File: config.mk
export PLATFORM = sky130hd
export DESIGN_NAME = cmd_regs
export DESIGN_NICKNAME = d
export VERILOG_FILES = /design/src/logic/cmd_pkg.sv /design/src/logic/cmd_regs.sv
export SDC_FILE = /design/constraint.sdc
export NUM_CORES = 1
export LEC_CHECK = 0
export BUFFER_PORTS_ARGS = -buffer_cell sky130_fd_sc_hd__buf_2
export CORE_MARGIN = 1
export CORE_UTILIZATION = 52
export CTS_CLUSTER_SIZE = 10
export DETAILED_ROUTE_END_ITERATION = 8
export PLACE_DENSITY = 0.95
export SYNTH_ARGS = -nofsm -noshare
export SYNTH_HDL_FRONTEND = slang
export SYNTH_SLANG_ARGS = --single-unit
File: constraint.sdc
create_clock -name BUS_CLK -period 4.19 [get_ports BUS_CLK]
set_clock_uncertainty 0.05 [all_clocks]
set_input_delay 0 -clock BUS_CLK [delete_from_list [all_inputs] [get_ports BUS_CLK]]
set_output_delay 0 -clock BUS_CLK [all_outputs]
set_load 0.02 [all_outputs]
File: src/logic/cmd_pkg.sv
package cmd_pkg;

    // Bus and memory geometry
    localparam int bus_abits = 16;
    localparam int mem_abits = 10;

    localparam logic [7:0] cmd_version = 8'd1;

    localparam logic [bus_abits-1:0] reg_space = 16'd16;    // First memory address
    localparam logic [bus_abits-1:0] mem_depth = bus_abits'(1 << mem_abits);

    // Register map
    localparam logic [bus_abits-1:0] addr_ctrl    = 16'd0;  // Version / soft reset
    localparam logic [bus_abits-1:0] addr_status  = 16'd1;  // Status / start
    localparam logic [bus_abits-1:0] addr_size_lo = 16'd2;
    localparam logic [bus_abits-1:0] addr_size_hi = 16'd3;
    localparam logic [bus_abits-1:0] addr_rep_lo  = 16'd4;
    localparam logic [bus_abits-1:0] addr_rep_hi  = 16'd5;
    localparam logic [bus_abits-1:0] addr_mem_lo  = 16'd6;  // Memory size, read only
    localparam logic [bus_abits-1:0] addr_mem_hi  = 16'd7;

    // Idle fill, low half 7E goes out first
    localparam logic [15:0] sync_pattern = 16'h817E;

    typedef enum logic [1:0] {
        seq_off,
        seq_sync,
        seq_data
    } seq_state_t;

endpackage

File: src/logic/cmd_regs.sv
module cmd_regs (
    input  logic                          BUS_CLK,
    input  logic                          RST,
    input  logic [cmd_pkg::bus_abits-1:0] BUS_ADD,
    input  logic [7:0]                    BUS_DATA_IN,
    input  logic                          BUS_WR,
    input  logic                          BUS_RD,
    output logic [7:0]                    BUS_DATA_OUT,
    input  logic [7:0]                    mem_rdata,
    input  logic                          busy,
    input  logic                          running,
    output logic                          start,
    output logic                          soft_rst,
    output logic [15:0]                   seq_size,
    output logic [15:0]                   seq_repeat,
    output logic                          mem_we
);
    import cmd_pkg::*;

    logic       in_mem;     // Address falls in the command memory
    logic       mem_sel;    // Last read went to memory
    logic [7:0] reg_rdata;

    assign in_mem = (BUS_ADD >= reg_space) && (BUS_ADD < reg_space + mem_depth);
    assign mem_we = BUS_WR && in_mem;
    assign start  = BUS_WR && (BUS_ADD == addr_status);

    // Soft reset takes effect one cycle after the write
    always_ff @(posedge BUS_CLK) begin
        if (RST)
            soft_rst <= 1'b0;
        else
            soft_rst <= BUS_WR && (BUS_ADD == addr_ctrl);
    end

    always_ff @(posedge BUS_CLK) begin
        if (RST || soft_rst) begin
            seq_size   <= 16'd0;
            seq_repeat <= 16'd1;    // One pass by default
        end else if (BUS_WR) begin
            case (BUS_ADD)
                addr_size_lo: seq_size[7:0]    <= BUS_DATA_IN;
                addr_size_hi: seq_size[15:8]   <= BUS_DATA_IN;
                addr_rep_lo:  seq_repeat[7:0]  <= BUS_DATA_IN;
                addr_rep_hi:  seq_repeat[15:8] <= BUS_DATA_IN;
                default:      ;
            endcase
        end
    end

    // Register reads, zero when idle or unmapped
    always_ff @(posedge BUS_CLK) begin
        if (RST) begin
            reg_rdata <= 8'h00;
            mem_sel   <= 1'b0;
        end else begin
            mem_sel <= BUS_RD && in_mem;
            if (BUS_RD) begin
                case (BUS_ADD)
                    addr_ctrl:    reg_rdata <= cmd_version;
                    addr_status:  reg_rdata <= {6'b0, running, !busy};
                    addr_size_lo: reg_rdata <= seq_size[7:0];
                    addr_size_hi: reg_rdata <= seq_size[15:8];
                    addr_rep_lo:  reg_rdata <= seq_repeat[7:0];
                    addr_rep_hi:  reg_rdata <= seq_repeat[15:8];
                    addr_mem_lo:  reg_rdata <= mem_depth[7:0];
                    addr_mem_hi:  reg_rdata <= mem_depth[15:8];
                    default:      reg_rdata <= 8'h00;
                endcase
            end else begin
                reg_rdata <= 8'h00;
            end
        end
    end

    assign BUS_DATA_OUT = mem_sel ? mem_rdata : reg_rdata;

    // Host issues one access per cycle
    a_no_rd_wr: assert property (@(posedge BUS_CLK) disable iff (RST)
        !(BUS_WR && BUS_RD));

endmodule

* Word level (Yosys, flattened, before mapping)
Index checks and enable logic that the tools add are counted.
** Word-level totals
- Flip-flop bits (word level) :: 42
- Input port bits :: 38
- Output and inout bits :: 43
- Logic and storage cells :: 31
** Cells by class
- Order comparisons :: 2
- Equality and inequality tests :: 6
- Mux-type cells :: 2
- Bitwise logic cells :: 1
- Reduce and logical (&&, ||, !) cells :: 13
** Operators with widths (count)
- case mux 8 bit (7 select lines) :: 1
- equality test 16 x 3 -> 1 bit, second input constant :: 3
- equality test 16 x 2 -> 1 bit, second input constant :: 2
- equality test 16 x 1 -> 1 bit, second input constant :: 1
- >= comparator 16 x 5 -> 1 bit, second input constant :: 1
- logical NOT 16 bit :: 1
- < comparator 16 x 11 -> 1 bit, second input constant :: 1
- two-way mux 8 bit :: 1
- AND reduction 2 bit :: 4
- logical AND 1 bit :: 5
- OR reduction 2 bit :: 1
- logical NOT 1 bit :: 1
- logical OR 1 bit :: 1
- NOT 1 bit :: 1

* Depth between registers and ports, before layout
- Depth after elaboration :: 3
- Mapped depth :: 6
- Gate-level depth less buffers :: 4

* Worst setup path before layout
Ideal clock, no wire load.
- Path type :: input -> register
- From :: input BUS_ADD[10] (netlist bit)
- To :: register seq_size[10]
- Setup time :: 0.132 ns
- Arrival time :: 1.192 ns
- Required time :: 4.008 ns
- Setup slack :: 2.816 ns
- Cell stages on the path :: 5
- Path buffers :: 1
- Path through :: or4_4 > or3_1 > buf_6 > o21ai_1 > a21oi_1
** Between the ends
- Longest elaborated chain between the ends :: 2
** RTL lines
- start, declared :: RTL line cmd_regs.sv:4 : input logic [cmd_pkg::bus_abits-1:0] BUS_ADD,
- equality test 16 x 2 -> 1 bit :: RTL line cmd_regs.sv:41 : case (BUS_ADD)
- AND reduction 2 bit (no source line)
- end signal, assigned :: RTL line cmd_regs.sv:38 : seq_size <= 16'd0;
- end signal, assigned :: RTL line cmd_regs.sv:43 : addr_size_hi: seq_size[15:8] <= BUS_DATA_IN;
- end, declared :: RTL line cmd_regs.sv:14 : output logic [15:0] seq_size,
No other way between the ends.
A chain may end at the register's enable or synchronous reset.

* Final worst setup path
- From :: input BUS_ADD[12] (netlist bit)
- To :: register soft_rst
** Between the ends
- Longest elaborated chain between the ends :: 2
** RTL lines
- logical NOT 16 bit :: RTL line cmd_regs.sv:33 : soft_rst <= BUS_WR && (BUS_ADD == addr_ctrl);
- logical AND 1 bit :: RTL line cmd_regs.sv:33
- end signal, assigned :: RTL line cmd_regs.sv:33
- end, declared :: RTL line cmd_regs.sv:13 : output logic soft_rst,
No other way between the ends.

==> flow_summary.ini <==
[status]
status = completed

[pwr]
comb_power_share_pct = 9.2
power_frac_clock_pct = 36.0
swShare_pct = 25.30
p_int_uw = 543.7
leakage_nw = 1.094
p_seq_share_pct = 54.8
p_per_area_mw_per_mm2 = 276.1
p_sw_uw = 184.2
vdd_drop_max_v = 0.0002462

[floorplan]
core_area_mm2 = 0.003744
initial_core_util_pct = 55.68
die_x_um = 65.32
die_area_mm2 = 0.004266
rows = 22
num_io_pins = 81
fp.dieH_um = 65.32

[logic_synthesis]
yosysTopAreaCell = dfxtp_1
syn_area_per_cell_um2 = 8.508
ys_seq_elements = 42
synthCells = 245
yosysWarningCount = 0
async_flop_share_pct = 0
yosys-top-cells-area = dfxtp_1 (40%), a21oi_1 (7.7%), nand3_1 (6.5%), o21ai_0 (6.2%), mux2i_1 (5.8%)
synth_edf_count = 0
yosysSeqAreaShare_pct = 40.34
syn_area_mm2 = 0.002084
synth_cell_type_count = 42
synthFlopType = dfxtp_1
syn-num-nets = 283
yosysTopAreaCellShare_pct = 40.34

[timing]
setup_ws_ns = 1.796
min_period_over_period_pct = 57.13
fin_setup_tns_ns = 0
setup_viol = 0
hold_viol = 0
fin_crit_ns = 2.394
max_freq_mhz = 417.8
slew_violations = 0
worst_pin_slew_ns = 0.9449
relSlewSlack_pct = 36.52
rsz0062_at_grt = no

[drt]
drt-vias-per-instance = 6.221
drtIter0Drc = 215
wl_per_cell_um = 16.90
antenna_left = 0
vias = 2308
dr.pass1.iters = 4
drc = 0
routed_wirelength_um = 6270

[grt]
antenna_found_initial = 0
grt_pass1_wl_um = 9991
grt_pass1_vias = 2161
grt_use_total_pct = 31.00
grt.overflow.total = 0
grt_max_degree = 33

[setup_path]
cp_data_required_time_ns = 4.39
critPathLaunchType = primary input
cp.arrival_ns = 2.60
crit_path_max_fanout = 24
crit_type = primary input to flop
rr_worst_depth = 2
cp-end-kind = flop

[clocking]
clock_latency_ns = 0.30
cts_max_path_buffers = 2
cts_root_buf = clkbuf_8
cts_tree = built
clkSlewWorstSetupHoldPaths_ns = 0.08
numCtsBuffers = 5
cts.sinks = 42
cts_htree_levels = 2

[final_layout]
fin_nets = 360
antennaDiodeCount = 0
area_growth_pct = 26.47
final_core_util_pct = 70.42
multi_input_area_mm2 = 0.001145
fillers = 309
drive_above_1_share_pct = 32.51
seqCellArea_um2 = 840.8

[place]
gp_congestion = 0.8661
pre_cts_ws_ns = 2.020
port_buffers = 80
dp.final_hpwl_um = 4255

[worst_hold_path]
hold_path_depth = 4
holdCritPathClass = primary input to flop

[job]
cap_viol_max_count = 0
-- synthesized netlist by cell type (4+ instances only) --
library cell  number
a21oi_1           32
and2_1             5
and4_1             4
buf_2              6
clkbuf_1          11
dfxtp_1           42
mux2_2             9
mux2i_1           12
nand2_1            6
nand3_1           27
nand4_1           10
nor2_1             7
o21ai_0           26
o21ai_1            7
o22ai_1            5
-- placed cells by master (no fill, tap or decap), types with 2 or more instances in the layout --
cell	instances
buf_2	80
dfxtp_1	42
a21oi_1	32
nand3_1	27
o21ai_0	26
mux2i_1	12
nand4_1	10
dlygate4sd3_1	10
mux2_2	9
nor2_1	7
o21ai_1	7
nand2_1	6
o22ai_1	5
and2_1	5
clkbuf_8	5
and4_1	4
nor3_1	3
or3_1	3
or4_4	2
nand2b_1	2
and3_1	2
nor2b_1	2
a22o_1	2
-- worst max-delay path, cell delays in order --
cell           delay (ns)
buf_2                0.11
nor4b_1              0.44
nand3_1              0.71
or3_1                0.61
nor4_1               0.15
dlygate4sd3_1        0.57
-- state kept, by name, summed over array words and instances, names as in the netlist --
register / flops
seq_size: 16
reg_rdata: 8
mem_sel: 1
seq_repeat: 16
soft_rst: 1
-- logic make-up (layout without fill, tap and decap cells) --
kind of cell / Yosys count / in the layout / synth area share [%]
muxes: 21 / 21 / 10.62
DFF: 42 / 42 / 40.34
and+or+nand+nor: 82 / 82 / 23.71
buffers and inverters: 21 / 99 / 4.742
AOI/OAI and AO/OA: 78 / 78 / 20.17
xor gates and xnor gates: 1 / 1 / 0.4202
-- layer usage --
layer | routed length (µm) | up-vias | global-route usage [%]
li1 | - | 1063 | -
met4 | 148 | 0 | 15.76
met5 | 0 | - | 0
met3 | 871 | 18 | 8.681
met1 | 2290 | 1034 | 35.77
met2 | 2961 | 193 | 51.93
-- stage by stage --
step / power [mW] / instances / cell area [µm²] / hold slack, ns
floorplan: 0.4372 / 245 / 2085 / 0.02697
global placement: 0.4644 / 353 / 2450 / 0.1414
detailed placement: 0.4659 / 353 / 2450 / 0.1461
CTS: 0.7221 / 371 / 2636 / 0.007375
global route: 0.7508 / 371 / 2636 / 0.008364
finish: 0.7278 / 371 / 2636 / 0.008184
-- worst paths after layout --
check                                   start       endpoint  slack (ns)
worst max-delay path              BUS_ADD[12]       soft_rst        1.80
worst min-delay path               BUS_ADD[9]   reg_rdata[2]       0.008
worst max register to register       soft_rst  seq_repeat[0]        2.86
worst min register to register  seq_repeat[9]  seq_repeat[9]        0.44
-- layout make-up --
class,instances,area share [%]
Multi-Input combinational cell,182,43.43
Sequential cell,42,31.89
Timing Repair Buffer,90,18.98
Clock buffer,6,2.753
Tap cell,48,2.278
Clock inverter,2,0.5221
Inverter,1,0.1424
-- power by group through the flow --
stage / sequential (mW) / combinational [mW] / clock, mW
after global routing: 0.399 / 0.0708 / 0.281
after global placement: 0.408 / 0.0561 / 0
after detailed placement: 0.408 / 0.0577 / 0
final: 0.399 / 0.0669 / 0.262
after floorplan: 0.408 / 0.0290 / 0
after CTS: 0.399 / 0.0644 / 0.259
-- repair_timing --
item | CTS | global route
endpoints found under the hold margin | 32 | 0
buffers inserted | 0 | 0
resized for setup | 0 | 0
hold buffers | 10 | 0
(Power assumes the default switching activity.)
