[config.mk]
export PLATFORM = sky130hd
export DESIGN_NAME = cmd_sequencer
export DESIGN_NICKNAME = d
export VERILOG_FILES = /design/src/logic/cmd_pkg.sv /design/src/logic/cmd_sequencer.sv
export SDC_FILE = /design/constraint.sdc
export NUM_CORES = 1
export LEC_CHECK = 0
export ABC_CLOCK_PERIOD_IN_PS = 3350
export BUFFER_PORTS_ARGS = -buffer_cell sky130_fd_sc_hd__buf_2
export CORE_MARGIN = 3
export CORE_UTILIZATION = 53
export CTS_BUF_LIST = sky130_fd_sc_hd__clkbuf_16
export CTS_CLUSTER_SIZE = 16
export DETAILED_ROUTE_END_ITERATION = 12
export HOLD_SLACK_MARGIN = 0.03
export PLACE_DENSITY_LB_ADDON = 0.3
export RECOVER_POWER = 50
export SLEW_MARGIN = 0
export SYNTH_ARGS = -nofsm -noshare
export SYNTH_HDL_FRONTEND = slang
export SYNTH_SLANG_ARGS = --single-unit
[constraint.sdc]
create_clock -name BUS_CLK -period 3.35 [get_ports BUS_CLK]
set_input_delay 0.1675 -clock BUS_CLK [delete_from_list [all_inputs] [get_ports BUS_CLK]]
set_output_delay 0.1675 -clock BUS_CLK [all_outputs]
set_load 0.03 [all_outputs]
[src/logic/cmd_pkg.sv]
package cmd_pkg;

    // Bus and memory geometry
    localparam int bus_abits = 16;
    localparam int mem_abits = 10;

    localparam logic [7:0] cmd_version = 8'd1;

    localparam logic [bus_abits-1:0] reg_space = 16'd16;    // First memory address
    localparam logic [bus_abits-1:0] mem_depth = bus_abits'(1 << mem_abits);

    // Register map
    localparam logic [bus_abits-1:0] addr_ctrl    = 16'd0;  // Version / soft reset
    localparam logic [bus_abits-1:0] addr_status  = 16'd1;  // Status / start
    localparam logic [bus_abits-1:0] addr_size_lo = 16'd2;
    localparam logic [bus_abits-1:0] addr_size_hi = 16'd3;
    localparam logic [bus_abits-1:0] addr_rep_lo  = 16'd4;
    localparam logic [bus_abits-1:0] addr_rep_hi  = 16'd5;
    localparam logic [bus_abits-1:0] addr_mem_lo  = 16'd6;  // Memory size, read only
    localparam logic [bus_abits-1:0] addr_mem_hi  = 16'd7;

    // Idle fill, low half 7E goes out first
    localparam logic [15:0] sync_pattern = 16'h817E;

    typedef enum logic [1:0] {
        seq_off,
        seq_sync,
        seq_data
    } seq_state_t;

endpackage

[src/logic/cmd_sequencer.sv]
module cmd_sequencer (
    input  logic                          BUS_CLK,
    input  logic                          RST,
    input  logic                          soft_rst,
    input  logic                          start,
    input  logic [15:0]                   seq_size,
    input  logic [15:0]                   seq_repeat,
    input  logic                          next_byte,
    input  logic [7:0]                    rd_data,
    output logic [cmd_pkg::mem_abits-1:0] rd_addr,
    output logic [7:0]                    byte_in,
    output logic                          busy,
    output logic                          running
);
    import cmd_pkg::*;

    seq_state_t  state;
    logic        half_hi;   // Next sync byte is 81
    logic        pending;   // Run requested, waiting for pair boundary
    logic [15:0] pass_cnt;
    logic [15:0] addr_ext;
    logic        last_addr;
    logic        last_pass;

    assign addr_ext  = 16'(rd_addr);
    assign last_addr = (addr_ext == seq_size - 16'd1);
    assign last_pass = (pass_cnt == seq_repeat - 16'd1);

    assign running = (state != seq_off);
    assign busy    = pending || (state == seq_data);

    always_comb begin
        if (state == seq_data)
            byte_in = rd_data;
        else if (half_hi)
            byte_in = sync_pattern[15:8];
        else
            byte_in = sync_pattern[7:0];
    end

    always_ff @(posedge BUS_CLK) begin
        if (RST || soft_rst) begin
            state    <= seq_off;
            half_hi  <= 1'b0;
            pending  <= 1'b0;
            rd_addr  <= '0;
            pass_cnt <= 16'd0;
        end else begin
            // Empty runs only start the sync stream
            if (start && !busy && seq_size != 16'd0 && seq_repeat != 16'd0)
                pending <= 1'b1;

            case (state)
                seq_off: begin
                    if (start)
                        state <= seq_sync;
                end
                seq_sync: begin
                    if (next_byte) begin
                        half_hi <= !half_hi;
                        // Switch only after the 81 half has been loaded
                        if (half_hi && pending) begin
                            state   <= seq_data;
                            pending <= 1'b0;
                        end
                    end
                end
                seq_data: begin
                    if (next_byte) begin
                        if (last_addr) begin
                            rd_addr <= '0;
                            if (last_pass) begin
                                pass_cnt <= 16'd0;
                                state    <= seq_sync;   // Resumes with 7E
                            end else begin
                                pass_cnt <= pass_cnt + 16'd1;
                            end
                        end else begin
                            rd_addr <= rd_addr + 1'b1;
                        end
                    end
                end
                default: state <= seq_off;
            endcase
        end
    end

    a_addr_in_range: assert property (@(posedge BUS_CLK) disable iff (RST || soft_rst)
        (state == seq_data) |-> (addr_ext < seq_size));

    a_pass_bound: assert property (@(posedge BUS_CLK) disable iff (RST || soft_rst)
        pass_cnt <= seq_repeat);

endmodule

Word level (Yosys, flattened, before mapping)
Index checks and enable logic that the tools add are counted.
{ "op_classes": {"mux": 15, "reduce_logical": 16, "eq_ne": 10, "addsub": 4} }
{ "ops": {"columns": ["cell", "n"], "rows": [
  ["nonzero test 16 bit", 2],
  ["subtractor 16 x 1 -> 16 bit (second input constant)", 2],
  ["adder 16 x 1 -> 16 bit (second input constant)", 1],
  ["equality test 10 x 16 -> 1 bit", 1],
  ["equality test 16 bit", 1],
  ["2-to-1 mux 16 bit", 1],
  ["2-to-1 mux 8 bit", 2],
  ["2-to-1 mux 2 bit", 6],
  ["inequality test 2 bit (second input constant)", 6],
  ["adder 10 x 1 -> 10 bit (second input constant)", 1],
  ["2-to-1 mux 10 bit", 1],
  ["one-hot mux 2 bit (3 select lines)", 1],
  ["AND reduction 6 bit", 1],
  ["logical AND 1 bit", 4],
  ["2-to-1 mux 1 bit", 4],
  ["AND reduction 2 bit", 2],
  ["AND reduction 3 bit", 1],
  ["equality test 2 x 1 -> 1 bit (second input constant)", 1],
  ["equality test 2 bit (second input constant)", 1],
  ["zero test 1 bit", 2],
  ["zero test 2 bit", 1],
  ["logical OR 1 bit", 2],
  ["nonzero test 2 bit", 1]
]} }
{ "word_totals": {"reg_bits": 30, "elab_cells": 50, "output_inout_bits": 20} }

Longest topological paths before layout
{ "logic_depth": {"word_depth": 10, "mapped_depth": 11} }

Worst setup path before layout
Ideal clock, no wire load.
{ "synth_path": {"kind": "input-to-reg", "start": "input seq_repeat[0]", "end": "register pass_cnt[10]", "path_buffers": 1, "slack_ps": 843, "arrival_time_ps": 2390, "path_stages": 11, "required_ps": 3233, "setup_time_ps": 117, "cell_sequence": "inv_1 > ha_1 > nor3b_1 > nand3b_1 > or3b_2 > a31oi_1 > o211ai_1 > nor4_1 > a31o_2 > buf_2 > nor2_1"} }
{ "synth_via": {"elab_chain_len": 3} }
{ "synth_lines": {"columns": ["item", "line", "rtl"], "rows": [
  ["start: declaration", "cmd_sequencer.sv:7", "input logic [15:0] seq_repeat,"],
  ["subtractor 16 x 1 -> 16 bit", "cmd_sequencer.sv:27", "assign last_pass = (pass_cnt == seq_repeat - 16'd1);"],
  ["equality test 16 bit", "cmd_sequencer.sv:27", null],
  ["2-to-1 mux 16 bit", "cmd_sequencer.sv:72", "if (last_pass) begin"],
  ["end signal: assignment", "cmd_sequencer.sv:76", "pass_cnt <= pass_cnt + 16'd1;"],
  ["end: declaration", "cmd_sequencer.sv:20", "logic [15:0] pass_cnt;"]
]} }
Every way passes these cells.
A chain may end at the register's enable or synchronous reset.

Final worst setup path
{ "layout_path": {"start": "input seq_repeat[0]", "end": "register pass_cnt[6]"} }
Same word-level chain as after synthesis.

==> flow_metrics.py <==
metrics = {
    "status": {
        "status": "completed",
    },
    "worst_hold_path": {
        "holdCritStartpoint": "RST",
        "hold-path-endpoint": "state[1]",
        "worstHoldPathCells": 4,
        "hold_class": "in2reg",
    },
    "sta": {
        "setup_tns_ns": 0,
        "rsz0062_at_grt": "no",
        "setup_slack_ns": 0.476,
        "holdWs_ns": 0.211,
        "slew_viol_final": 0,
        "timing.fmax_mhz": 348,
        "fin_crit_ns": 2.87,
        "worst_slew_pin_slew_ns": 0.616,
        "hold_viol_final": 0,
        "fin_crit_sh_pct": 85.8,
        "clock_skew_ns": 0.00494,
        "setup_viol": 0,
        "maxSlewHeadroom_pct": 58.5,
    },
    "floorplanning": {
        "rows": 23,
        "core_sq_um": 4200,
        "die_y_um": 73.6,
        "die_x_um": 73.6,
        "dieArea_sq_um": 5420,
        "start_util_pct": 57.7,
        "io_pins": 65,
    },
    "final_layout": {
        "final_layout_size_suffix_gt1_share_pct": 16.5,
        "n_fill_cell": 390,
        "layout.nets": 435,
        "diodes": 0,
        "syn2layout_area_growth_pct": 20.3,
    },
    "yosys": {
        "synthCells": 320,
        "ys.flop_type": "dfxtp_1",
        "synth_cell_types": 43,
        "synth_edf_count": 0,
        "ys_seq_elements": 30,
        "syn_nets": 369,
        "ys_warn_count": 0,
        "synth_area_per_cell_sq_um": 7.57,
        "ys_seq_area_share_pct": 24.8,
        "ys_async_sr_fraction_pct": 0,
        "netlist_area_sq_um": 2420,
    },
    "clocking": {
        "clock_latency_ns": 0.28,
        "ctsHoldBuffers": 0,
        "tritoncts": "yes",
        "cts.sinks": 30,
        "cts_root_buf": "clkbuf_16",
        "path_clk_slew_ns": 0.05,
        "cts_max_path_buffers": 2,
        "cts_resized": 0,
        "h-tree-depth": 2,
        "post_cts_buffers": 0,
        "numCtsBuffers": 5,
    },
    "worst_setup_path": {
        "slowest_delay_ns": 0.52,
        "crit_buf_inv": 2,
        "r2r-start": "rd_addr[3]",
        "start_kind": "input port",
        "ff2ff_setup_slack_ns": 0.74,
        "cp_max_fo": 16,
        "critPathCaptureType": "flip-flop",
        "critPathSlowestCell": "or3b_2",
        "r2r-end": "pass_cnt[15]",
        "crit_arrival_ns": 3.02,
        "critPathKind": "in2reg",
        "required_ns": 3.50,
        "critPathTopFamily": "simple AND/OR/NAND/NOR gates",
        "critical_path.cell_chain": "clkbuf_1 > inv_1 > ha_1 > nor3b_1 > nand3b_1 > or3b_2 > a31oi_1 > o211ai_1 > nor4_1 > a31o_2 > nor2_1",
        "rr_worst_depth": 8,
    },
    "routing": {
        "drcViolationCount": 0,
        "vias": 2488,
        "routed_via_density": 5.69,
        "drt-initial-drc-count": 113,
        "wl_per_cell_um": 13.9,
        "routed_wirelength_um": 6080,
        "dr.pass1.iters": 4,
        "postRouteAntennaNets": 0,
    },
    "power_and_ir_drop": {
        "cellPowerDensity_nw_per_um2": 313,
        "total_power_mw": 0.913,
        "ir_drop_mv": 0.334,
        "static-leakage-power_nw": 1.10,
    },
    "grt": {
        "grt_pass1_wl_um": 9950,
        "grt_pass1_vias": 2258,
        "grt_max_degree": 17,
        "grt.overflow.total": 0,
        "grt_use_total_pct": 23.4,
        "antenna_found_initial": 0,
    },
    "place": {
        "dp_slack_ns": 0.216,
        "place.gp.congestion": 0.900,
        "post-dp-hpwl_um": 4720,
        "numPortBuffers": 64,
    },
    "job": {
        "max_cap_violations": 0,
    },
}
-- worst max path at each step --
| stage | start | to | slack [ns] | cells past startpoint |
|---|---|---|---|---|
| floorplan | seq_repeat[0] | pass_cnt[10] | 0.84 | 11 |
| global placement | seq_repeat[0] | pass_cnt[9] | 0.47 | 11 |
| detailed placement | seq_repeat[0] | pass_cnt[12] | 0.22 | 11 |
| CTS | seq_repeat[0] | pass_cnt[6] | 0.50 | 11 |
| global route | seq_repeat[0] | pass_cnt[13] | 0.25 | 11 |
| finish | seq_repeat[0] | pass_cnt[6] | 0.48 | 11 |
-- routing by layer --
| layer | vias to the layer above | part of all wire, % | global-route usage, % |
|---|---|---|---|
| met5 | - | 0 | 0 |
| met4 | 0 | 2.3 | 9.05 |
| met3 | 14 | 6.8 | 6.43 |
| met2 | 71 | 45 | 37.2 |
| met1 | 1140 | 46 | 29.8 |
| li1 | 1263 | - | - |
-- kinds of logic after synthesis --
logic type | after synthesis | share of synthesized area (%)
adders and majority gates | 4 | 2.07
and+or+nand+nor | 167 | 35.9
AOI/OAI and AO/OA | 40 | 11.6
muxes | 9 | 3.77
DFF | 30 | 24.8
xor gates and xnor gates | 53 | 19.2
buffers and inverters | 17 | 2.74
-- synth_stat cells, types with 2 or more instances --
library cell,number,share of area [%]
o311ai_0,2,0.72
xnor2_1,24,8.7
nor2b_1,3,0.77
a21o_1,7,2.2
inv_1,7,1.1
nor4_1,9,2.3
nand3_1,13,2.7
nor3b_1,5,1.5
nor2_1,47,7.3
o211ai_1,2,0.62
or2_2,3,0.77
a31oi_1,2,0.52
o22ai_1,2,0.52
nand2_1,31,4.8
and2_1,5,1.3
a21oi_1,9,1.9
mux2i_1,8,3.3
or3_1,2,0.52
ha_1,4,2.1
nand4_1,16,4.1
o21ai_0,9,1.9
nand2b_1,4,1.0
nand3b_1,6,1.9
and3_1,7,1.8
clkbuf_1,8,1.2
dfxtp_1,30,25
o31ai_1,2,0.62
buf_2,2,0.41
xor2_1,29,10
nor3_1,8,1.7
nand4b_1,2,0.72
-- power breakdown --
part           internal, mW  switching, mW
Sequential            0.359        0.00187
Combinational        0.0543         0.0714
Clock                 0.270          0.157
-- sequential cells by signal, summed over array words and instances (netlist names) --
name	count
rd_addr	10
pass_cnt	16
half_hi	1
state	2
pending	1
-- worst register-to-register path, delay by kind of cell (launching register included) --
kind / cells / cell delay, ns
compound gates: 3 / 0.98
simple gates: 3 / 0.84
flops: 1 / 0.36
xor+xnor: 2 / 0.37
-- area by class of cell --
type / count / area, sq um / share of cell area (%)
Clock buffer: 5 / 125 / 4.29
Clock inverter: 3 / 16.3 / 0.558
Inverter: 7 / 26.3 / 0.901
Multi-Input combinational cell: 273 / 1760 / 60.2
Sequential cell: 30 / 601 / 20.6
Tap cell: 50 / 62.6 / 2.15
Timing Repair Buffer: 69 / 329 / 11.3
-- stage by stage --
stage          util (%)  area [sq um]  cells
2_1_floorplan         -          2420    320
3_3_place_gp       66.7          2800    429
3_5_place_dp       66.7          2800    429
4_1_cts            70.1          2950    437
5_1_grt            69.4          2920    437
6_report           69.4          2920    437
-- layout by cell type (no fill, tap or decap), types with 8 or more instances in the layout --
master | synthesis | routed
nor2_1 | 47 | 47
mux2i_1 | 8 | 8
dfxtp_1 | 30 | 30
o21ai_0 | 9 | 9
nand2_1 | 31 | 31
nor3_1 | 8 | 8
xnor2_1 | 24 | 24
buf_2 | 2 | 44
nand4_1 | 16 | 16
nand3_1 | 13 | 13
nor4_1 | 9 | 9
a21oi_1 | 9 | 9
clkbuf_1 | 8 | 21
xor2_1 | 29 | 29
(Power assumes the default switching activity.)
