`src/logic/cmd_serializer.sv`:
```
module cmd_serializer (
    input  logic       BUS_CLK,
    input  logic       RST,
    input  logic       soft_rst,
    input  logic       enable,
    input  logic [7:0] byte_in,
    output logic       next_byte,
    output logic       cmd_serial_out,
    output logic [7:0] cmd_byte,
    output logic       cmd_byte_valid
);
    logic [2:0] slot_cnt;
    logic [7:0] shift_q;
    logic [6:0] valid_hist;    // Last 7 cycles of cmd_byte_valid

    // Request at the start of every 8-cycle slot
    assign next_byte      = enable && (slot_cnt == 3'd0);
    assign cmd_serial_out = shift_q[0];     // LSB first

    always_ff @(posedge BUS_CLK) begin
        if (RST || soft_rst) begin
            slot_cnt       <= 3'd0;
            shift_q        <= 8'h00;
            cmd_byte_valid <= 1'b0;
            valid_hist     <= 7'd0;
        end else begin
            if (enable)
                slot_cnt <= slot_cnt + 3'd1;    // Wraps every 8
            else
                slot_cnt <= 3'd0;

            if (next_byte)
                shift_q <= byte_in;
            else
                shift_q <= {1'b0, shift_q[7:1]};

            cmd_byte_valid <= next_byte;
            valid_hist     <= {valid_hist[5:0], cmd_byte_valid};
        end
    end

    // Monitor copy of the byte now on the line
    always_ff @(posedge BUS_CLK) begin
        if (next_byte)
            cmd_byte <= byte_in;
    end

    a_valid_gap: assert property (@(posedge BUS_CLK) disable iff (RST || soft_rst)
        cmd_byte_valid |-> (valid_hist == 7'd0));

endmodule

```
`config.mk`:
```
export PLATFORM = sky130hd
export DESIGN_NAME = cmd_serializer
export DESIGN_NICKNAME = d
export VERILOG_FILES = /design/src/logic/cmd_serializer.sv
export SDC_FILE = /design/constraint.sdc
export NUM_CORES = 1
export LEC_CHECK = 0
export BUFFER_PORTS_ARGS = -buffer_cell sky130_fd_sc_hd__buf_2
export CAP_MARGIN = 10
export CORE_MARGIN = 5
export CORE_UTILIZATION = 52
export CTS_CLUSTER_SIZE = 40
export DETAILED_ROUTE_END_ITERATION = 10
export PLACE_DENSITY = 0.8
export SETUP_SLACK_MARGIN = 0.2
export SLEW_MARGIN = 40
export SYNTH_ARGS = -nofsm -noshare
export SYNTH_HDL_FRONTEND = slang
export SYNTH_SLANG_ARGS = --single-unit
```
`constraint.sdc`:
```
create_clock -name BUS_CLK -period 1.9 [get_ports BUS_CLK]
set_input_delay 0.38 -clock BUS_CLK [delete_from_list [all_inputs] [get_ports BUS_CLK]]
set_output_delay 0.38 -clock BUS_CLK [all_outputs]
set_load 0.01 [all_outputs]
```
Word level (Yosys, flattened, before mapping)
Index checks and enable logic that the tools add are counted.
Word-level totals
  flip-flop bits (word level): 20
  bits in latches: 0
  RAM bits: 0
  ROM bits: 0
  input bits: 12
  output and inout port bits: 11
  logic and storage cells: 14
  memories kept: 0
Operators by class
  $add $sub $neg: 1
  $mul: 0
  div/mod/pow operators: 0
  $lt $le $gt $ge: 0
  eq/ne operators: 0
  shift operators: 0
  muxes and demuxes: 1
  bitwise logic cells: 2
  reductions and logical operators: 5
Operators with widths (count)
  $mux W7: 1
  $reduce_or A2 Y1: 2
  $add A3 B1 Y3 const B: 1
  $logic_not A3 Y1: 1
  $not A1 Y1: 2
  $logic_and A1 B1 Y1: 1
  $logic_or A1 B1 Y1: 1

Logic depth before layout (Yosys ltp)
Gate-level depths: netlist of run 1.
  depth after elaboration: 4
  depth in mapped cells: 5
  mapped depth without buffers: 4

Worst setup path after synthesis of run 1
No wires, ideal clock.
  kind: reg-to-reg
  from: reg slot_cnt[0]
  to: reg shift_q[0]
  setup time: 121 ps
  data arrival time: 1157 ps
  required time: 1779 ps
  path slack: 621 ps
  cell stages (with the launch flop): 6
  path buffers: 1
  clock period less this slack: 1279 ps
  cell sequence: dfxtp_1 inv_1 ha_1 and3b_1 buf_6 mux2_4
On the way
  cells in the longest elaborated chain, start to end: 3
RTL lines
  start: declaration: line 12  | logic [2:0] slot_cnt;
  start signal: assignment: line 28  | slot_cnt <= slot_cnt + 3'd1;
  $logic_not A3 Y1: line 17  | assign next_byte = enable && (slot_cnt == 3'd0);
  $logic_and A1 B1 Y1: line 17
  named net next_byte: line 7  | output logic next_byte,
  $mux W7: line 32  | if (next_byte)
  end signal: assignment: line 33  | shift_q <= byte_in;
  end signal: assignment: line 35  | shift_q <= {1'b0, shift_q[7:1]};
  end: declaration: line 13  | logic [7:0] shift_q;
The timed path passes the listed nets, and every way through them passes these cells.
A chain may end at the register's enable or synchronous reset.

Worst setup path after layout of run 1
  from: reg slot_cnt[0]
  to: out next_byte
On the way
  cells in the longest elaborated chain, start to end: 2
RTL lines (line)
  $logic_not A3 Y1: 17
  $logic_and A1 B1 Y1: 17
  end: declaration: 7
Every way passes these cells.

==> metrics.csv, run 1 <==
metric,value,unit
WS Path Type,reg2out,
Placement Setup Slack,330,ps
filler cell count,120,
CTS Sinks,20,
Mapped Nets,70,
cts hold-fix bufs,0,
slack of the critical path,289,ps
Worst path slowest cell,dfxtp_1,
Critical Path Start Type,flip-flop,
met2 Use GR,19.1,%
Clock Tree Root,clkbuf_4,
Setup TNS Final,0,ps
synthesized netlist cell count,56,
GRT overflow,0,
Post-route DRC,0,
Vias,507,
hold_ws,271,ps
shortest period the worst path allows,1610,ps
FMAX,0.621,GHz
unrepaired setup endpoints after global routing,no,
Cell variety after synth,14,
CP Max Fanout,2,
synthesized flop and latch total,20,
Post-DRT Antenna Nets,0,
crit path DAT,1230,ps
Slew HR,81.5,%
row cnt,14,
Die H,49.3,µm
P per Cell Area,779,nW/µm²
met1 GRT Util,13.2,%
initial antenna violation count,0,
fin area,963,µm²
cts bufs inserted,3,
Hold Path Class,in2reg,
clock transition at the registers of the reported paths,100,ps
PortBufs,22,
wire per inst,13.7,µm
vias in the first global route,517,
GR met3 Demand/Resource,4.59,%
RD Place Congestion,0.699,
Mapped Area,805,µm²
gr usage total,11.9,%
area delta synth->final,19.8,%
Avg Synthesized Cell Area,14.4,µm²
GR peak layer,met2,
htree depth,1,
vias per cell,5.23,
max-cap viol count,0,
total detailed-routing wirelength,1330,µm
core area,1490,µm²
Leak,0.426,nW
"slowest stage delay, CP",350,ps
placed cell areas,928,µm²
worst-margin pin slew,276,ps
footprint of the multi-input gates,292,µm²
Clock Latency Late Sink,290,ps
first-pass GRT wire length,2200,µm
CTS tree,done,
initial detailed-routing violation count,1,
Initial Util,54.0,%
WP data required,1520,ps
num ports,23,
die footprint,2430,µm²
hpwl dp,975,µm
CP endpoint kind,primary output,
Worst Skew,6.80,ps
sequential cell area,480,µm²
CTS Buffer Depth,2,
Final Setup Violations,0,
outcome,"complete, no violations",
YS warnings,0,
Layout Nets,96,
post-synthesis sequential area ratio,59.7,%
VDD IR max,526,µV
fin. max-slew vios,0,
Die X,49.3,µm
critical path cell sequence,inv_1 -> ha_1 -> and3b_2 -> buf_2,
largest net degree at the start of global routing,16,
number of diodes,0,
Initial DRT Pass Iterations,2,
crit share post-route,84.8,%
layout cells sized above 1,45.7,%
final hold vios,0,
==> synthesized netlist by cell type <==
cell type / n / share of area [%]
inv_1: 2 / 0.93
edfxtp_1: 8 / 30
nor2_1: 1 / 0.47
and2_2: 1 / 0.93
buf_4: 2 / 1.9
xor2_1: 1 / 1.1
nor3b_1: 14 / 13
dfxtp_1: 12 / 30
ha_1: 2 / 3.1
and3b_1: 1 / 1.1
and3_1: 3 / 2.3
and3_2: 1 / 0.93
mux2_4: 7 / 13
buf_6: 1 / 1.4
==> sequential cells by signal (all words and copies together), names as in the netlist <==
| signal | flops |
|---|---|
| cmd_byte | 8 |
| cmd_byte_valid | 1 |
| shift_q | 8 |
| slot_cnt | 3 |
==> layout by cell type, fill, tap and decap left out <==
cell type,Yosys,routed
and2_2,1,1
and3_1,3,3
and3_2,1,1
and3b_2,0,1
buf_12,0,1
buf_2,0,22
buf_4,2,1
clkbuf_1,0,1
clkbuf_4,0,3
dfxtp_1,12,12
edfxtp_1,8,8
ha_1,2,2
inv_1,2,2
mux2_4,7,7
nor2_1,1,1
nor3b_1,14,14
xor2_1,1,1
==> critical path, delay by kind of cell (launching register included) <==
family	cells	cell delay, ps
AND/OR/NAND/NOR	1	210
adder cells (fa/ha/maj)	1	190
buffers and inverters	2	200
flip-flops	1	350
==> area by class of cell <==
cell class | count | area share (%)
clock buffers | 4 | 2.73
inverters | 2 | 0.779
multi-input cells | 31 | 30.3
flip-flops and latches | 20 | 49.9
well taps | 16 | 2.08
repair buffers | 24 | 14.3
==> metrics by stage <==
step | instances | util, % | power [mW]
after floorplan | 56 | - | 0.527
after global placement | 92 | 62.4 | 0.560
after detailed placement | 92 | 62.4 | 0.563
after CTS | 97 | 64.7 | 0.763
after global routing | 97 | 64.7 | 0.793
final | 97 | 64.7 | 0.751
==> power breakdown <==
part           switching, mW  leakage (nW)  internal [mW]
Sequential           0.00366         0.175          0.465
Clock                  0.115        0.0150         0.0815
Combinational         0.0430         0.235         0.0424
Total                  0.162         0.426          0.589
==> worst paths after layout <==
| kind | startpoint | end | slack (ps) | depth (start not counted) |
|---|---|---|---|---|
| worst max-delay path | slot_cnt[0]$_SDFF_PP0_ | next_byte | 290 | 4 |
| worst min-delay path | byte_in[1] | cmd_byte[1]$_DFFE_PP_ | 270 | 1 |
| worst max register to register | slot_cnt[0]$_SDFF_PP0_ | shift_q[4]$_SDFF_PP0_ | 370 | 6 |
| worst min register to register | slot_cnt[0]$_SDFF_PP0_ | slot_cnt[0]$_SDFF_PP0_ | 570 | 2 |
==> routing by layer <==
layer  up-vias  share of wire, %
li1        250                 -
met1       243                44
met5         -                 0
met3         2               6.8
met4         0              0.90
met2        12                49
==> repair_timing <==
action | in CTS | in global routing
buffers inserted | 1 | 0
gates resized for setup | 1 | 0
endpoints found under the setup margin | 1 | 0
==> kinds of logic after synthesis <==
group         count (synthesis)  synth area share, %
buf+inv                       5                 4.20
simple gates                 21                 18.8
flops                        20                 59.7
fa+ha+maj                     2                 3.11
xor+xnor                      1                 1.09
mux                           7                 13.1
No activity file was read; power rests on OpenSTA's default activity.
==> run 2: changes to the inputs <==
--- a/config.mk
+++ b/config.mk
@@ -8,10 +8,10 @@
 export BUFFER_PORTS_ARGS = -buffer_cell sky130_fd_sc_hd__buf_2
 export CAP_MARGIN = 10
 export CORE_MARGIN = 5
-export CORE_UTILIZATION = 52
+export CORE_UTILIZATION = 48
 export CTS_CLUSTER_SIZE = 40
 export DETAILED_ROUTE_END_ITERATION = 10
-export PLACE_DENSITY = 0.8
+export PLACE_DENSITY = 0.75
 export SETUP_SLACK_MARGIN = 0.2
 export SLEW_MARGIN = 40
 export SYNTH_ARGS = -nofsm -noshare
==> constraint.sdc (replaced) <==
create_clock -name BUS_CLK -period 1.5 [get_ports BUS_CLK]
set_input_delay 0.3 -clock BUS_CLK [delete_from_list [all_inputs] [get_ports BUS_CLK]]
set_output_delay 0.3 -clock BUS_CLK [all_outputs]
set_load 0.01 [all_outputs]
==> metrics.csv, run 2 (same netlist as run 1, synthesis figures left out) <==
metric,value,unit,change
Die X,50.9,µm,was 49.3 µm
Worst R2R Start,slot_cnt[0]$_SDFF_PP0_,,unchanged
layout cells sized above 1,54.2,%,was 45.7%
num ports,23,,unchanged
CP Max Fanout,2,,unchanged
Worst Skew,10.2,ps,was 6.80 ps
"commonest non-fill, non-tap cell in the layout",buf_2,,unchanged
worst setup path start,slot_cnt[0]$_SDFF_PP0_,,unchanged
PortBufs,22,,unchanged
Clock Latency Late Sink,290,ps,about the same
wire per inst,13.1,µm,was 13.7 µm
core area,1540,µm²,was 1490 µm²
final hold vios,0,,unchanged
largest net degree at the start of global routing,18,,was 16
Post-DRT Antenna Nets,0,,unchanged
Hold Path Class,in2reg,,unchanged
CP endpoint kind,primary output,,unchanged
vias per cell,5.00,,was 5.23
NetSw,0.211,mW,was 0.162 mW
clock transition at the registers of the reported paths,110,ps,was 100 ps
crit path DAT,1250,ps,was 1230 ps
failing checks,negative setup slack,,
gr usage total,11.5,%,was 11.9%
met1 GRT Util,14.3,%,was 13.2%
Critical Path Start Type,flip-flop,,unchanged
reg2reg end,shift_q[3]$_SDFF_PP0_,,was shift_q[4]$_SDFF_PP0_
worst-margin pin slew,269,ps,was 276 ps
htree depth,1,,unchanged
unrepaired setup endpoints after global routing,yes,,was no
initial antenna violation count,0,,unchanged
slack of the critical path,-52.0,ps,was 289 ps
Clock Tree Root,clkbuf_4,,unchanged
filler cell count,130,,was 120
met2 Use GR,16.7,%,was 19.1%
first-pass GRT wire length,2210,µm,was 2200 µm
clock share of power,37.3,%,was 26.2%
vias in the first global route,475,,was 517
WP data required,1200,ps,was 1520 ps
combinational group share of total power,9.9,%,was 11.4%
Pint,0.918,mW,was 0.589 mW
die footprint,2590,µm²,was 2430 µm²
Tot Pwr,1.13,mW,was 0.751 mW
WS Path Type,reg2out,,unchanged
hold_ws,185,ps,was 271 ps
Initial Util,52.2,%,was 54.0%
Placement Setup Slack,152,ps,was 330 ps
Die H,50.9,µm,was 49.3 µm
"commonest cells after routing, fill and taps aside","21 x buf_2, 14 x nor3b_1, 10 x dfxtp_1",,"was 22 x buf_2, 14 x nor3b_1, 12 x dfxtp_1"
Layout Nets,98,,was 96
CTS tree,done,,unchanged
total detailed-routing wirelength,1300,µm,was 1330 µm
Post-route DRC,0,,unchanged
GR peak layer,met2,,unchanged
Seq pwr share,52.8,%,was 62.5%
fin. max-slew vios,0,,unchanged
hpwl dp,903,µm,was 975 µm
Vias,495,,was 507
Initial DRT Pass Iterations,2,,unchanged
RD Place Congestion,0.694,,was 0.699
VDD IR max,877,µV,was 526 µV
cts bufs inserted,3,,unchanged
outcome,"finished, violations left",,"was complete, no violations"
Final Setup Violations,1,,was 0
Slew HR,82.0,%,was 81.5%
max-cap viol count,0,,unchanged
P per Cell Area,1100,nW/µm²,was 779 nW/µm²
largest registers,"cmd_byte x8, shift_q x8, slot_cnt x3",,unchanged
crit share post-route,103,%,
sw frac,18.7,%,was 21.5%
CTS Buffer Depth,2,,unchanged
FMAX,0.644,GHz,
Critical Path Sink,next_byte,,unchanged
CTS Sinks,20,,unchanged
row cnt,14,,unchanged
Setup TNS Final,-52.0,ps,was 0 ps
shortest period the worst path allows,1550,ps,
number of diodes,0,,unchanged
GRT overflow,0,,unchanged
area delta synth->final,27.5,%,was 19.8%
R2R Setup Slk,10,ps,was 370 ps
initial detailed-routing violation count,4,,was 1
Reg2Reg Depth,6,,unchanged
GR met3 Demand/Resource,6.40,%,was 4.59%
Leak,0.453,nW,was 0.426 nW
run 2: area by class of cell:
cell class | instances | area, µm² | area share [%]
tap | 16 | 20.0 | 1.95
inverter | 2 | 7.51 | 0.732
clock buffer | 3 | 22.5 | 2.20
multi-input combinational | 31 | 304 | 29.6
sequential | 20 | 483 | 47.1
clock inverter | 1 | 30.0 | 2.93
timing repair buffer | 26 | 159 | 15.5
run 2: power groups by stage:
stage | clock network [mW] | registers [mW] | logic, mW
5_1_grt | 0.465 | 0.599 | 0.122
2_1_floorplan | 0 | 0.616 | 0.0524
4_1_cts | 0.440 | 0.596 | 0.112
3_5_place_dp | 0 | 0.607 | 0.105
3_3_place_gp | 0 | 0.606 | 0.103
6_report | 0.421 | 0.595 | 0.112
run 2: critical path, stage by stage, from the launching register on:
cell and delay [ps]:
dfxtp_2 350, inv_2 50, ha_4 140, and3b_2 200, buf_12 120, buf_6 110
run 2: what timing repair did:
| action | in CTS | in global routing |
|---|---|---|
| pin swaps | 2 | 1 |
| hold buffers | 0 | 0 |
| setup endpoints to repair | 8 | 18 |
| buffers inserted | 2 | 1 |
| resized for setup | 8 | 0 |
run 2: metrics by stage:
step	area, µm²	util, %	std cells
6_report	1030	66.6	99
5_1_grt	1030	66.6	99
4_1_cts	1020	66.1	98
3_5_place_dp	928	60.2	92
3_3_place_gp	928	60.2	92
2_1_floorplan	805	-	56
run 2: worst min path at each step:
| stage | from | end | cells after the start |
|---|---|---|---|
| after floorplan | byte_in[0] | cmd_byte[0]$_DFFE_PP_ | 0 |
| after global placement | byte_in[7] | cmd_byte[7]$_DFFE_PP_ | 1 |
| after detailed placement | byte_in[2] | cmd_byte[2]$_DFFE_PP_ | 1 |
| after CTS | byte_in[0] | cmd_byte[0]$_DFFE_PP_ | 1 |
| after global routing | byte_in[4] | cmd_byte[4]$_DFFE_PP_ | 1 |
| final | byte_in[0] | cmd_byte[0]$_DFFE_PP_ | 1 |
run 2: per-layer routing:
metal | routed length, µm | share of wire [%] | up-vias
met5 | 0 | 0 | -
met4 | 13 | 1.0 | 0
met3 | 121 | 9.3 | 2
met2 | 606 | 47 | 15
met1 | 555 | 43 | 226
li1 | - | - | 252
